### src/dataPathPkg.sv
package dataPathPkg;

    // ------------------------------------------------------------
    // Widths
    // ------------------------------------------------------------
    localparam int wordWidth = 32;
    localparam int numRegs = 16;
    localparam int opWidth = 5;
    localparam int shiftWidth = 5;

    typedef logic [wordWidth-1:0] dataWord;
    typedef logic [2*wordWidth-1:0] wideWord;

    // One bit per general register, used for both in and out enables
    typedef logic [numRegs-1:0] regSelect;

    typedef logic [opWidth-1:0] aluOp;

    // ------------------------------------------------------------
    // ALU operation codes
    // ------------------------------------------------------------
    localparam aluOp opAdd = 5'b00011;
    localparam aluOp opSub = 5'b00100;
    localparam aluOp opAnd = 5'b00101;
    localparam aluOp opOr = 5'b00110;
    localparam aluOp opShr = 5'b00111;
    localparam aluOp opShl = 5'b01001;
    localparam aluOp opRor = 5'b01010;
    localparam aluOp opRol = 5'b01011;
    localparam aluOp opMul = 5'b01110;
    localparam aluOp opNeg = 5'b10001;
    localparam aluOp opNot = 5'b10010;

endpackage
### src/dataPath.sv
module dataPath (
    input  logic                  Clock,
    input  logic                  rst,
    input  dataPathPkg::dataWord  memData,
    input  logic                  read,
    input  logic                  incPc,
    input  dataPathPkg::aluOp     opcode,
    input  dataPathPkg::regSelect regIn,
    input  dataPathPkg::regSelect regOut,
    input  logic                  pcOut,
    input  logic                  mdrOut,
    input  logic                  zHighOut,
    input  logic                  zLowOut,
    input  logic                  hiOut,
    input  logic                  loOut,
    input  logic                  pcIn,
    input  logic                  irIn,
    input  logic                  marIn,
    input  logic                  mdrIn,
    input  logic                  yIn,
    input  logic                  zIn,
    input  logic                  hiIn,
    input  logic                  loIn,
    output dataPathPkg::dataWord  busValue,
    output dataPathPkg::dataWord  memAddress
);

    import dataPathPkg::*;

    dataWord [numRegs-1:0] regValues;
    dataWord pcValue;
    dataWord mdrValue;
    dataWord yValue;
    dataWord zHigh;
    dataWord zLow;
    dataWord hiValue;
    dataWord loValue;
    wideWord aluResult;

    // ------------------------------------------------------------
    // Storage
    // ------------------------------------------------------------
    registerFile regFile0 (
        .Clock     (Clock),
        .rst       (rst),
        .busValue  (busValue),
        .regIn     (regIn),
        .regValues (regValues)
    );

    specialRegisters special0 (
        .Clock      (Clock),
        .rst        (rst),
        .busValue   (busValue),
        .memData    (memData),
        .aluResult  (aluResult),
        .read       (read),
        .pcIn       (pcIn),
        .irIn       (irIn),
        .marIn      (marIn),
        .mdrIn      (mdrIn),
        .yIn        (yIn),
        .zIn        (zIn),
        .hiIn       (hiIn),
        .loIn       (loIn),
        .pcValue    (pcValue),
        .mdrValue   (mdrValue),
        .yValue     (yValue),
        .zHigh      (zHigh),
        .zLow       (zLow),
        .hiValue    (hiValue),
        .loValue    (loValue),
        .memAddress (memAddress)
    );

    // ------------------------------------------------------------
    // Compute and bus
    // ------------------------------------------------------------
    aluUnit alu0 (
        .Clock     (Clock),
        .rst       (rst),
        .zIn       (zIn),
        .yValue    (yValue),
        .busValue  (busValue),
        .opcode    (opcode),
        .incPc     (incPc),
        .aluResult (aluResult)
    );

    busMux bus0 (
        .Clock     (Clock),
        .rst       (rst),
        .regValues (regValues),
        .regOut    (regOut),
        .pcOut     (pcOut),
        .mdrOut    (mdrOut),
        .zHighOut  (zHighOut),
        .zLowOut   (zLowOut),
        .hiOut     (hiOut),
        .loOut     (loOut),
        .pcValue   (pcValue),
        .mdrValue  (mdrValue),
        .zHigh     (zHigh),
        .zLow      (zLow),
        .hiValue   (hiValue),
        .loValue   (loValue),
        .busValue  (busValue)
    );

endmodule

### src/busMux.sv
module busMux (
    input  logic                                            Clock,
    input  logic                                            rst,
    input  dataPathPkg::dataWord [dataPathPkg::numRegs-1:0] regValues,
    input  dataPathPkg::regSelect                           regOut,
    input  logic                                            pcOut,
    input  logic                                            mdrOut,
    input  logic                                            zHighOut,
    input  logic                                            zLowOut,
    input  logic                                            hiOut,
    input  logic                                            loOut,
    input  dataPathPkg::dataWord                            pcValue,
    input  dataPathPkg::dataWord                            mdrValue,
    input  dataPathPkg::dataWord                            zHigh,
    input  dataPathPkg::dataWord                            zLow,
    input  dataPathPkg::dataWord                            hiValue,
    input  dataPathPkg::dataWord                            loValue,
    output dataPathPkg::dataWord                            busValue
);

    import dataPathPkg::*;

    // Each source is masked by its enable and the results are OR-ed,
    // so the bus reads zero when nothing drives it
    always_comb begin
        busValue = '0;
        for (int i = 0; i < numRegs; i++) begin
            busValue = busValue | (regValues[i] & {wordWidth{regOut[i]}});
        end
        busValue = busValue | (pcValue & {wordWidth{pcOut}});
        busValue = busValue | (mdrValue & {wordWidth{mdrOut}});
        busValue = busValue | (zHigh & {wordWidth{zHighOut}});
        busValue = busValue | (zLow & {wordWidth{zLowOut}});
        busValue = busValue | (hiValue & {wordWidth{hiOut}});
        busValue = busValue | (loValue & {wordWidth{loOut}});
    end

    singleBusSource: assert property (
        @(posedge Clock) disable iff (rst)
        $onehot0({regOut, pcOut, mdrOut, zHighOut, zLowOut, hiOut, loOut})
    ) else $error("More than one bus source enabled");

endmodule

### src/aluUnit.sv
module aluUnit (
    input  logic                 Clock,
    input  logic                 rst,
    input  logic                 zIn,
    input  dataPathPkg::dataWord yValue,
    input  dataPathPkg::dataWord busValue,
    input  dataPathPkg::aluOp    opcode,
    input  logic                 incPc,
    output dataPathPkg::wideWord aluResult
);

    import dataPathPkg::*;

    logic [shiftWidth-1:0] shiftAmount;
    logic [shiftWidth:0]   rotateBack;
    dataWord               wordResult;
    wideWord               product;
    logic                  opValid;

    // Shifts and rotates use only the low bits of operand B
    assign shiftAmount = busValue[shiftWidth-1:0];
    assign rotateBack = (shiftWidth + 1)'(wordWidth) - {1'b0, shiftAmount};

    assign product = $signed(yValue) * $signed(busValue);

    // ------------------------------------------------------------
    // Operation select
    // ------------------------------------------------------------
    always_comb begin
        opValid = 1'b1;
        case (opcode)
            opAdd: wordResult = yValue + busValue;
            opSub: wordResult = yValue - busValue;
            opAnd: wordResult = yValue & busValue;
            opOr: wordResult = yValue | busValue;
            opShr: wordResult = yValue >> shiftAmount;
            opShl: wordResult = yValue << shiftAmount;
            opRor: wordResult = (yValue >> shiftAmount) | (yValue << rotateBack);
            opRol: wordResult = (yValue << shiftAmount) | (yValue >> rotateBack);
            opNeg: wordResult = -busValue;
            opNot: wordResult = ~busValue;
            opMul: wordResult = '0;
            default: begin
                wordResult = '0;
                opValid = 1'b0;
            end
        endcase
    end

    // The PC increment wins over any opcode
    always_comb begin
        if (incPc) begin
            aluResult = {{wordWidth{1'b0}}, busValue + dataWord'(1)};
        end else if (opcode == opMul) begin
            aluResult = product;
        end else begin
            aluResult = {{wordWidth{1'b0}}, wordResult};
        end
    end

    // Z must never capture the result of an unknown opcode
    knownOpcodeIntoZ: assert property (
        @(posedge Clock) disable iff (rst)
        (zIn && !incPc) |-> opValid
    ) else $error("Z loaded with unknown opcode %b", opcode);

endmodule

### src/specialRegisters.sv
module specialRegisters (
    input  logic                 Clock,
    input  logic                 rst,
    input  dataPathPkg::dataWord busValue,
    input  dataPathPkg::dataWord memData,
    input  dataPathPkg::wideWord aluResult,
    input  logic                 read,
    input  logic                 pcIn,
    input  logic                 irIn,
    input  logic                 marIn,
    input  logic                 mdrIn,
    input  logic                 yIn,
    input  logic                 zIn,
    input  logic                 hiIn,
    input  logic                 loIn,
    output dataPathPkg::dataWord pcValue,
    output dataPathPkg::dataWord mdrValue,
    output dataPathPkg::dataWord yValue,
    output dataPathPkg::dataWord zHigh,
    output dataPathPkg::dataWord zLow,
    output dataPathPkg::dataWord hiValue,
    output dataPathPkg::dataWord loValue,
    output dataPathPkg::dataWord memAddress
);

    import dataPathPkg::*;

    dataWord mdrNext;

    // Memory data enters the MDR on a read, the bus otherwise
    assign mdrNext = read ? memData : busValue;

    // ------------------------------------------------------------
    // Register updates
    // ------------------------------------------------------------
    always_ff @(posedge Clock) begin
        if (rst) begin
            pcValue <= '0;
            memAddress <= '0;
            mdrValue <= '0;
            yValue <= '0;
            zHigh <= '0;
            zLow <= '0;
            hiValue <= '0;
            loValue <= '0;
        end else begin
            if (pcIn) pcValue <= busValue;
            if (marIn) memAddress <= busValue;
            if (mdrIn) mdrValue <= mdrNext;
            if (yIn) yValue <= busValue;
            if (zIn) begin
                zHigh <= aluResult[2*wordWidth-1:wordWidth];
                zLow <= aluResult[wordWidth-1:0];
            end
            if (hiIn) hiValue <= aluResult[2*wordWidth-1:wordWidth];
            if (loIn) loValue <= aluResult[wordWidth-1:0];
        end
    end

    // A memory read is only meaningful when the MDR captures it
    readNeedsMdrIn: assert property (
        @(posedge Clock) disable iff (rst)
        read |-> mdrIn
    ) else $error("read is high without mdrIn");

endmodule

### src/registerFile.sv
module registerFile (
    input  logic                                          Clock,
    input  logic                                          rst,
    input  dataPathPkg::dataWord                          busValue,
    input  dataPathPkg::regSelect                         regIn,
    output dataPathPkg::dataWord [dataPathPkg::numRegs-1:0] regValues
);

    import dataPathPkg::*;

    // The sixteen general registers R0 to R15
    dataWord generalRegs [numRegs];

    always_ff @(posedge Clock) begin
        if (rst) begin
            for (int i = 0; i < numRegs; i++) begin
                generalRegs[i] <= '0;
            end
        end else begin
            for (int i = 0; i < numRegs; i++) begin
                if (regIn[i]) begin
                    generalRegs[i] <= busValue;
                end
            end
        end
    end

    // Every register is offered to the bus multiplexer
    always_comb begin
        for (int i = 0; i < numRegs; i++) begin
            regValues[i] = generalRegs[i];
        end
    end

    // Only one register may take the bus value in a given cycle
    regInOneHot: assert property (
        @(posedge Clock) disable iff (rst)
        $onehot0(regIn)
    ) else $error("regIn has more than one bit set: %b", regIn);

endmodule

### config.mk
export PLATFORM = sky130hd
export DESIGN_NAME = dataPath
export DESIGN_NICKNAME = d
export VERILOG_FILES = /design/src/dataPathPkg.sv /design/src/dataPath.sv /design/src/busMux.sv /design/src/aluUnit.sv /design/src/specialRegisters.sv /design/src/registerFile.sv
export SDC_FILE = /design/constraint.sdc
export NUM_CORES = 2
export LEC_CHECK = 0
export BUFFER_PORTS_ARGS = -buffer_cell sky130_fd_sc_hd__buf_2
export CELL_PAD_IN_SITES_DETAIL_PLACEMENT = 1
export CELL_PAD_IN_SITES_GLOBAL_PLACEMENT = 2
export CORE_AREA = 2 2 619 375
export DETAILED_ROUTE_END_ITERATION = 8
export DIE_AREA = 0 0 621 377
export GPL_TIMING_DRIVEN = 0
export PLACE_DENSITY_LB_ADDON = 0.1
export SYNTH_ARGS = -nofsm -noshare
export SYNTH_HDL_FRONTEND = slang
export SYNTH_SLANG_ARGS = --single-unit
### constraint.sdc
create_clock -name Clock -period 11.8 [get_ports Clock]
set_clock_uncertainty 0.2 [all_clocks]
set_input_delay 1.77 -clock Clock [delete_from_list [all_inputs] [get_ports Clock]]
set_output_delay 1.77 -clock Clock [all_outputs]
set_load 0.03 [all_outputs]
* Word level (Yosys, flattened, before mapping) *
Memory sizes are Yosys's and may differ from the RTL's.
Index checks and enable logic that the tools add are counted.

cells by class
  $add $sub $neg = 5
  $mul = 1
  eq/ne operators = 11
  shifts and indexed selects = 4
  mux-type cells = 70
  bitwise operators = 64

operator list
  cell                                                                count
  32-bit OR                                                           24
  32-bit bitwise AND                                                  23
  32-bit 2-to-1 mux                                                   17
  32-bit one-hot mux with 10 select lines                             1
  64-bit 2-to-1 mux                                                   2
  32-bit by 32-bit multiplier with 64-bit output                      1
  1-bit 2-to-1 mux                                                    50
  32-bit by 1-bit adder with 32-bit output (second input constant)    1
  32-bit adder                                                        1
  32-bit negator                                                      1
  32-bit NOT                                                          1
  32-bit by 5-bit << shifter with 32-bit output                       1
  32-bit by 6-bit << shifter with 32-bit output                       1
  32-bit by 5-bit right shift with 32-bit output                      1
  32-bit by 6-bit right shift with 32-bit output                      1
  32-bit subtractor                                                   1
  5-bit by 3-bit == test with 1-bit output (second input constant)    4
  5-bit by 4-bit == test with 1-bit output (second input constant)    4
  1-bit OR                                                            16
  5-bit == test (second input constant)                               2
  6-bit by 5-bit subtractor with 6-bit output (first input constant)  1
  5-bit by 2-bit == test with 1-bit output (second input constant)    1

word-level totals
  flip-flop bits (word level) = 256
  RAM bits = 512
  word-level logic and storage cells = 164
  memories kept = 1

memories
  name                  depth  bits a word  read ports  clocked after Yosys merged registers in  wr ports  RTL line            source
  regFile0.generalRegs  16     32           16          0                                        16        registerFile.sv:12  dataWord generalRegs [numRegs];

* Depth between registers and ports, before layout *
  word-level depth = 28
  mapped depth = 38
  gate-level depth less buffers = 34

* By module *
A second synthesis with hierarchy kept.

second synthesis, totals
  cells, all modules = 8045
  area, all modules = 79538.8 sq um

by module, submodules not included
  module            instances  cells each  area an instance (sq um)  sequential area each (sq um)
  aluUnit           1          5715        47320.4                   0.0
  registerFile      1          982         18904.4                   15374.7
  specialRegisters  1          866         9303.9                    5124.9
  busMux            1          482         4010.1                    0.0

* Worst setup path before layout *
OpenSTA, ideal clock, no wires.

  path kind = input to register
  from = input port pcOut
  to = register special0.zHigh[31]
  setup time = 0.117 ns
  arrival = 11.098 ns
  data required time = 11.483 ns
  slack = 0.385 ns
  stages = 35
  path through = a22oi_1 -> nand2_1 -> or4_1 -> nor2_1 -> buf_2 -> buf_2 -> buf_2 -> clkbuf_1 -> buf_1 -> nor2_1 -> fa_1 -> fa_1 -> fa_1 -> fa_1 -> inv_1 -> fa_1 -> inv_1 -> fa_1 -> inv_1 -> fa_1 -> inv_1 -> fa_1 -> ha_1 -> clkbuf_1 -> nand2_1 -> nor2_1 -> a211oi_1 -> o21ai_0 -> nand2_1 -> o31ai_1 -> a21oi_1 -> o21ai_0 -> and4_1 -> nor3_1 -> a22o_1

between the ends
  word-level cells in the longest chain between the ends = 10

ends and longest elaborated chain
  item                                            RTL line                source
  from (decl)                                     dataPath.sv:10          input logic pcOut,
  32-bit bitwise AND                              busMux.sv:30            busValue = busValue | (pcValue & {wordWidth{pcOut}});
  32-bit OR                                       busMux.sv:30
  32-bit OR                                       busMux.sv:31            busValue = busValue | (mdrValue & {wordWidth{mdrOut}});
  32-bit OR                                       busMux.sv:32            busValue = busValue | (zHigh & {wordWidth{zHighOut}});
  32-bit OR                                       busMux.sv:33            busValue = busValue | (zLow & {wordWidth{zLowOut}});
  32-bit OR                                       busMux.sv:34            busValue = busValue | (hiValue & {wordWidth{hiOut}});
  32-bit OR                                       busMux.sv:35            busValue = busValue | (loValue & {wordWidth{loOut}});
  32-bit by 32-bit multiplier with 64-bit output  aluUnit.sv:24           assign product = $signed(yValue) * $signed(busValue);
  64-bit 2-to-1 mux                               aluUnit.sv:54           end else if (opcode == opMul) begin
  64-bit 2-to-1 mux                               aluUnit.sv:52           if (incPc) begin
  to (signal assigned)                            specialRegisters.sv:52  zHigh <= aluResult[2*wordWidth-1:wordWidth];
  to (decl)                                       specialRegisters.sv:19  output dataPathPkg::dataWord zHigh,

Every way passes these cells.
A chain may end at the register's enable or synchronous reset.

* Final worst setup path *
  from = input port regOut[3]
  to = register special0.zLow[10]

between the ends
  word-level cells in the longest chain between the ends = 26

ends and longest elaborated chain
  item                                                                                    RTL line                source
  from (decl)                                                                             dataPath.sv:9           input dataPathPkg::regSelect regOut,
  32-bit bitwise AND (*)                                                                  busMux.sv:28            busValue = busValue | (regValues[i] & {wordWidth{regOut[i]}});
  32-bit OR (*) (13 in a row)                                                             busMux.sv:28
  32-bit OR (*)                                                                           busMux.sv:30
  32-bit OR (*)                                                                           busMux.sv:31
  32-bit OR (*)                                                                           busMux.sv:32
  32-bit OR (*)                                                                           busMux.sv:33
  32-bit OR (*)                                                                           busMux.sv:34
  32-bit OR (*)                                                                           busMux.sv:35
  branches (longest 5 deep; another with 32-bit by 32-bit multiplier with 64-bit output)  n/a
  64-bit 2-to-1 mux (*)                                                                   aluUnit.sv:52
  to (signal assigned)                                                                    specialRegisters.sv:53  zLow <= aluResult[wordWidth-1:0];
  to (decl)                                                                               specialRegisters.sv:20  output dataPathPkg::dataWord zLow,

Mark *: on every way between the ends.

==> summary.txt <==
STA
  – Worst relative slew slack: -17.35%
  – Slack of the critical path: -0.1587 ns
  – RSZ-0062 raised after global routing: true
  – Final slew viol count: about 260
  – Final Hold Vio Count: 0
  – Final setup vio count: 20
  – Ratio of final minimum period to clock period: 101.3%
  – Period minus WS final: 11.96 ns
  – Upper clock frequency limit: approximately 0.084 GHz
  – Slew at the pin closest to its max-slew limit: 1.760 ns

GRT
  – Wire length of the first global-routing pass: 744800 µm
  – Via count of the first global-routing pass: 76500
  – Global router's overall resource usage: 48.12%
  – Pin count of the biggest net entering global routing: 33
  – GR Layer Usage met2: 58.83%
  – Initial antenna violation count: 109
  – Met1 track demand over resource: 68.53%
  – Met3 Usage GRT: 25.47%
  – Overflow left after global routing: 0
  – GRT busiest layer: met1

CTS
  – Clock tree from TritonCTS: yes
  – Clk sink count: 768
  – H-tree Lvls: 3
  – Buffer depth of the longest clock path: 3
  – Clk Tree Root Cell: clkbuf_16
  – Clock transition at the registers of the reported paths: 0.07 ns
  – Clock network latency to the later pin of the worst-skew pair: 0.74 ns
  – Number of clock buffers inserted by TritonCTS: 74

Floorplanning
  – Vert. Die Dim: 377 µm
  – Count of pins on the block boundary: 151
  – Site row count: roughly 140
  – Initial cell density of the core: 34.87%
  – Floorplan core area: 0.2280 mm²
  – Floorplan die area: 0.2341 mm²
  – Die boundary width: 621 µm

Yosys
  – Proportion of netlist area held by the largest area contributor: 27.29%
  – Synth unique cells: about 100
  – Top area cells in the synthesized netlist: fa_1, edfxtp_1, dfxtp_1, inv_1, ha_1
  – Cell accounting for the most synthesized area: fa_1
  – Most used standard cells in the synthesized netlist: inv_1, fa_1, nor2_1
  – Synthesized cell area: 0.07951 mm²
  – Gate count after technology mapping: 8418
  – Sequential area share after synthesis: 25.78%
  – Mean instance size in the synthesized netlist: 9.446 µm²
  – Number of enable flip-flop cells after synthesis: 512
  – FFs w/ async S/R, synth: 0%
  – Number of nets produced by synthesis: 9872
  – Cell with the most instances after synthesis: inv_1
  – Count of yosys warnings during synthesis: 0
  – Number of synthesized register bits: between 700 and 800
  – Top FF cell, synth: edfxtp_1

Cells and area
  – Proportion of layout cells with a drive suffix above 1: 10.90%
  – Number of fill cells: 25940
  – Synth-to-layout area growth: 13.39%
  – Final core utilization: 39.54%
  – Net count of the finished layout: 10170
  – Non-filler instance count after layout: 11870

Critical path
  – Cell with the largest stage delay on the worst path: xnor2_1
  – Slack of the worst reg-to-reg path: -0.07 ns
  – Origin of the worst setup path: regOut[3]
  – R2R Path End: special0.hiValue[15]
  – Capture point of the critical path: special0.zLow[10]
  – Data arrival time of the critical path: about 12 ns
  – WP data required: 12.22 ns
  – Longest individual stage delay on the worst path: 1.05 ns
  – Cell occurring most often along the worst timing path: ha_1
  – Worst Path Class, Setup: in2reg
  – Crit path max fanout: 11
  – Kind of end point of the critical path: flip-flop
  – Worst flop-to-flop path startpoint: special0.yValue[17]
  – Category of the worst setup path launch point: input pin
  – R2R cell count: 28

Routing
  – Total via count in the routed design: 79130
  – Routed via count divided by cell count: 6.664
  – Number of antenna-violating nets in the routed design: 0
  – Residual DRC: 1
  – Detailed-routing iteration count for the pre-antenna-repair pass: 9
  – Routed wire per std cell: around 48 µm
  – Initial DRC count: 13740
  – Total routed wirelength: roughly 570000 µm

Place
  – Cell total after placement: around 12000
  – Count of input and output buffers: 139
  – Global placer's final weighted congestion: about 1.1
  – Place WS: -6.942 ns
  – Post-DP HPWL: 469400 µm

Flow run
  – Max-cap violations: 29

Status
  – Violations in the final reports: design-rule violations, max-capacitance violations, max-slew violations, negative setup slack
  – Status: complete, but fails checks

Min path
  – HP Start: special0.zHigh[13]
  – Class of the worst hold path: reg2reg
-- flip-flops by register name, indices dropped and copies added (netlist names) --
name                  cells
special0.hiValue         32
regFile0.generalRegs    512
special0.zHigh           32
special0.memAddress      32
special0.pcValue         32
special0.yValue          32
special0.mdrValue        32
special0.zLow            32
special0.loValue         32
-- how the worst min path moves through the flow --
stage	end	slack [ns]	cells after the start
detailed placement	special0.zHigh[13]	0.26	2
finish	special0.zHigh[13]	0.27	2
global route	special0.zHigh[27]	0.30	1
CTS	special0.zHigh[13]	0.27	2
floorplan	special0.zHigh[25]	0.23	2
global placement	special0.zHigh[13]	0.26	2
-- logic make-up (layout without fill, tap and decap cells) --
family | Yosys count | after routing | share of synthesized area [%]
AND/OR/NAND/NOR | 2542 | 2542 | 14.59
buffers and inverters | 1827 | 2187 | 8.905
AO/OA/AOI/OAI | 1562 | 1562 | 14.12
adder cells (fa/ha/maj) | 1367 | 1367 | 31.75
flip-flops | 768 | 768 | 25.78
multiplexers | 204 | 204 | 3.226
XOR/XNOR | 148 | 148 | 1.630
other | 0 | 59 | 0
-- layer usage --
| layer | wire [µm] | up-vias |
|---|---|---|
| met2 | 203800 | 6680 |
| met3 | 99240 | 1055 |
| li1 | - | 29180 |
| met1 | 242900 | 42170 |
| met5 | 311 | - |
| met4 | 28410 | 42 |
-- final cells by class --
type / count / area [µm²] / share of cell area [%]
diodes: 59 / 147.6 / 0.1638
plain buffers: 616 / 3676 / 4.077
clock buffers: 112 / 2116 / 2.347
clock inverters: 25 / 309.0 / 0.3428
inverters: 1167 / 4434 / 4.918
multi-input cells: 5823 / 53050 / 58.85
flip-flops and latches: 768 / 20500 / 22.74
well taps: 3036 / 3799 / 4.213
repair buffers: 267 / 2123 / 2.355
-- placed cells by master, fill, tap and decap left out, types with 131 or more instances in the layout --
| master | synthesis | final |
|---|---|---|
| inv_1 | 1145 | 1126 |
| fa_1 | 1084 | 1070 |
| nor2_1 | 858 | 847 |
| nand2_1 | 818 | 814 |
| edfxtp_1 | 512 | 512 |
| and3_1 | 356 | 353 |
| clkbuf_1 | 489 | 330 |
| dfxtp_1 | 256 | 256 |
| ha_1 | 283 | 252 |
| a21oi_1 | 259 | 251 |
| a22oi_1 | 199 | 198 |
| a211oi_1 | 178 | 174 |
| buf_2 | 91 | 172 |
| o21ai_0 | 184 | 169 |
| mux2i_1 | 152 | 152 |
| nand3_1 | 153 | 151 |
| buf_4 | 7 | 136 |
| a22o_1 | 131 | 131 |
-- timing repair --
action	in CTS	in global routing
setup buffers	76	17
gates cloned	0	0
hold buffers	0	0
resized for setup	494	160
hold endpoints to repair	0	0
pin swaps	29	16
endpoints found under the setup margin	119	87
-- through the flow --
step / TNS [ns] / instance area [µm²] / hold slack (ns)
after floorplan: 0 / 79510 / 0.2251
after global placement: -633.19 / 84010 / 0.2608
after global routing: -0.04199 / 90050 / 0.2962
final: -1.065 / 90160 / 0.2738
after detailed placement: -598.53 / 84710 / 0.2626
after CTS: -0.06779 / 89260 / 0.2726
-- critical path, delay by kind of cell --
family,cells,cell delay (ns)
AOI/OAI and AO/OA,8,1.61
xor gates and xnor gates,1,1.05
adders and majority gates,10,3.81
buffers and inverters,13,2.70
and+or+nand+nor,5,1.33
Power is not shown: default switching activity piles up to over one toggle a cycle in this logic, so the estimate is an artifact.
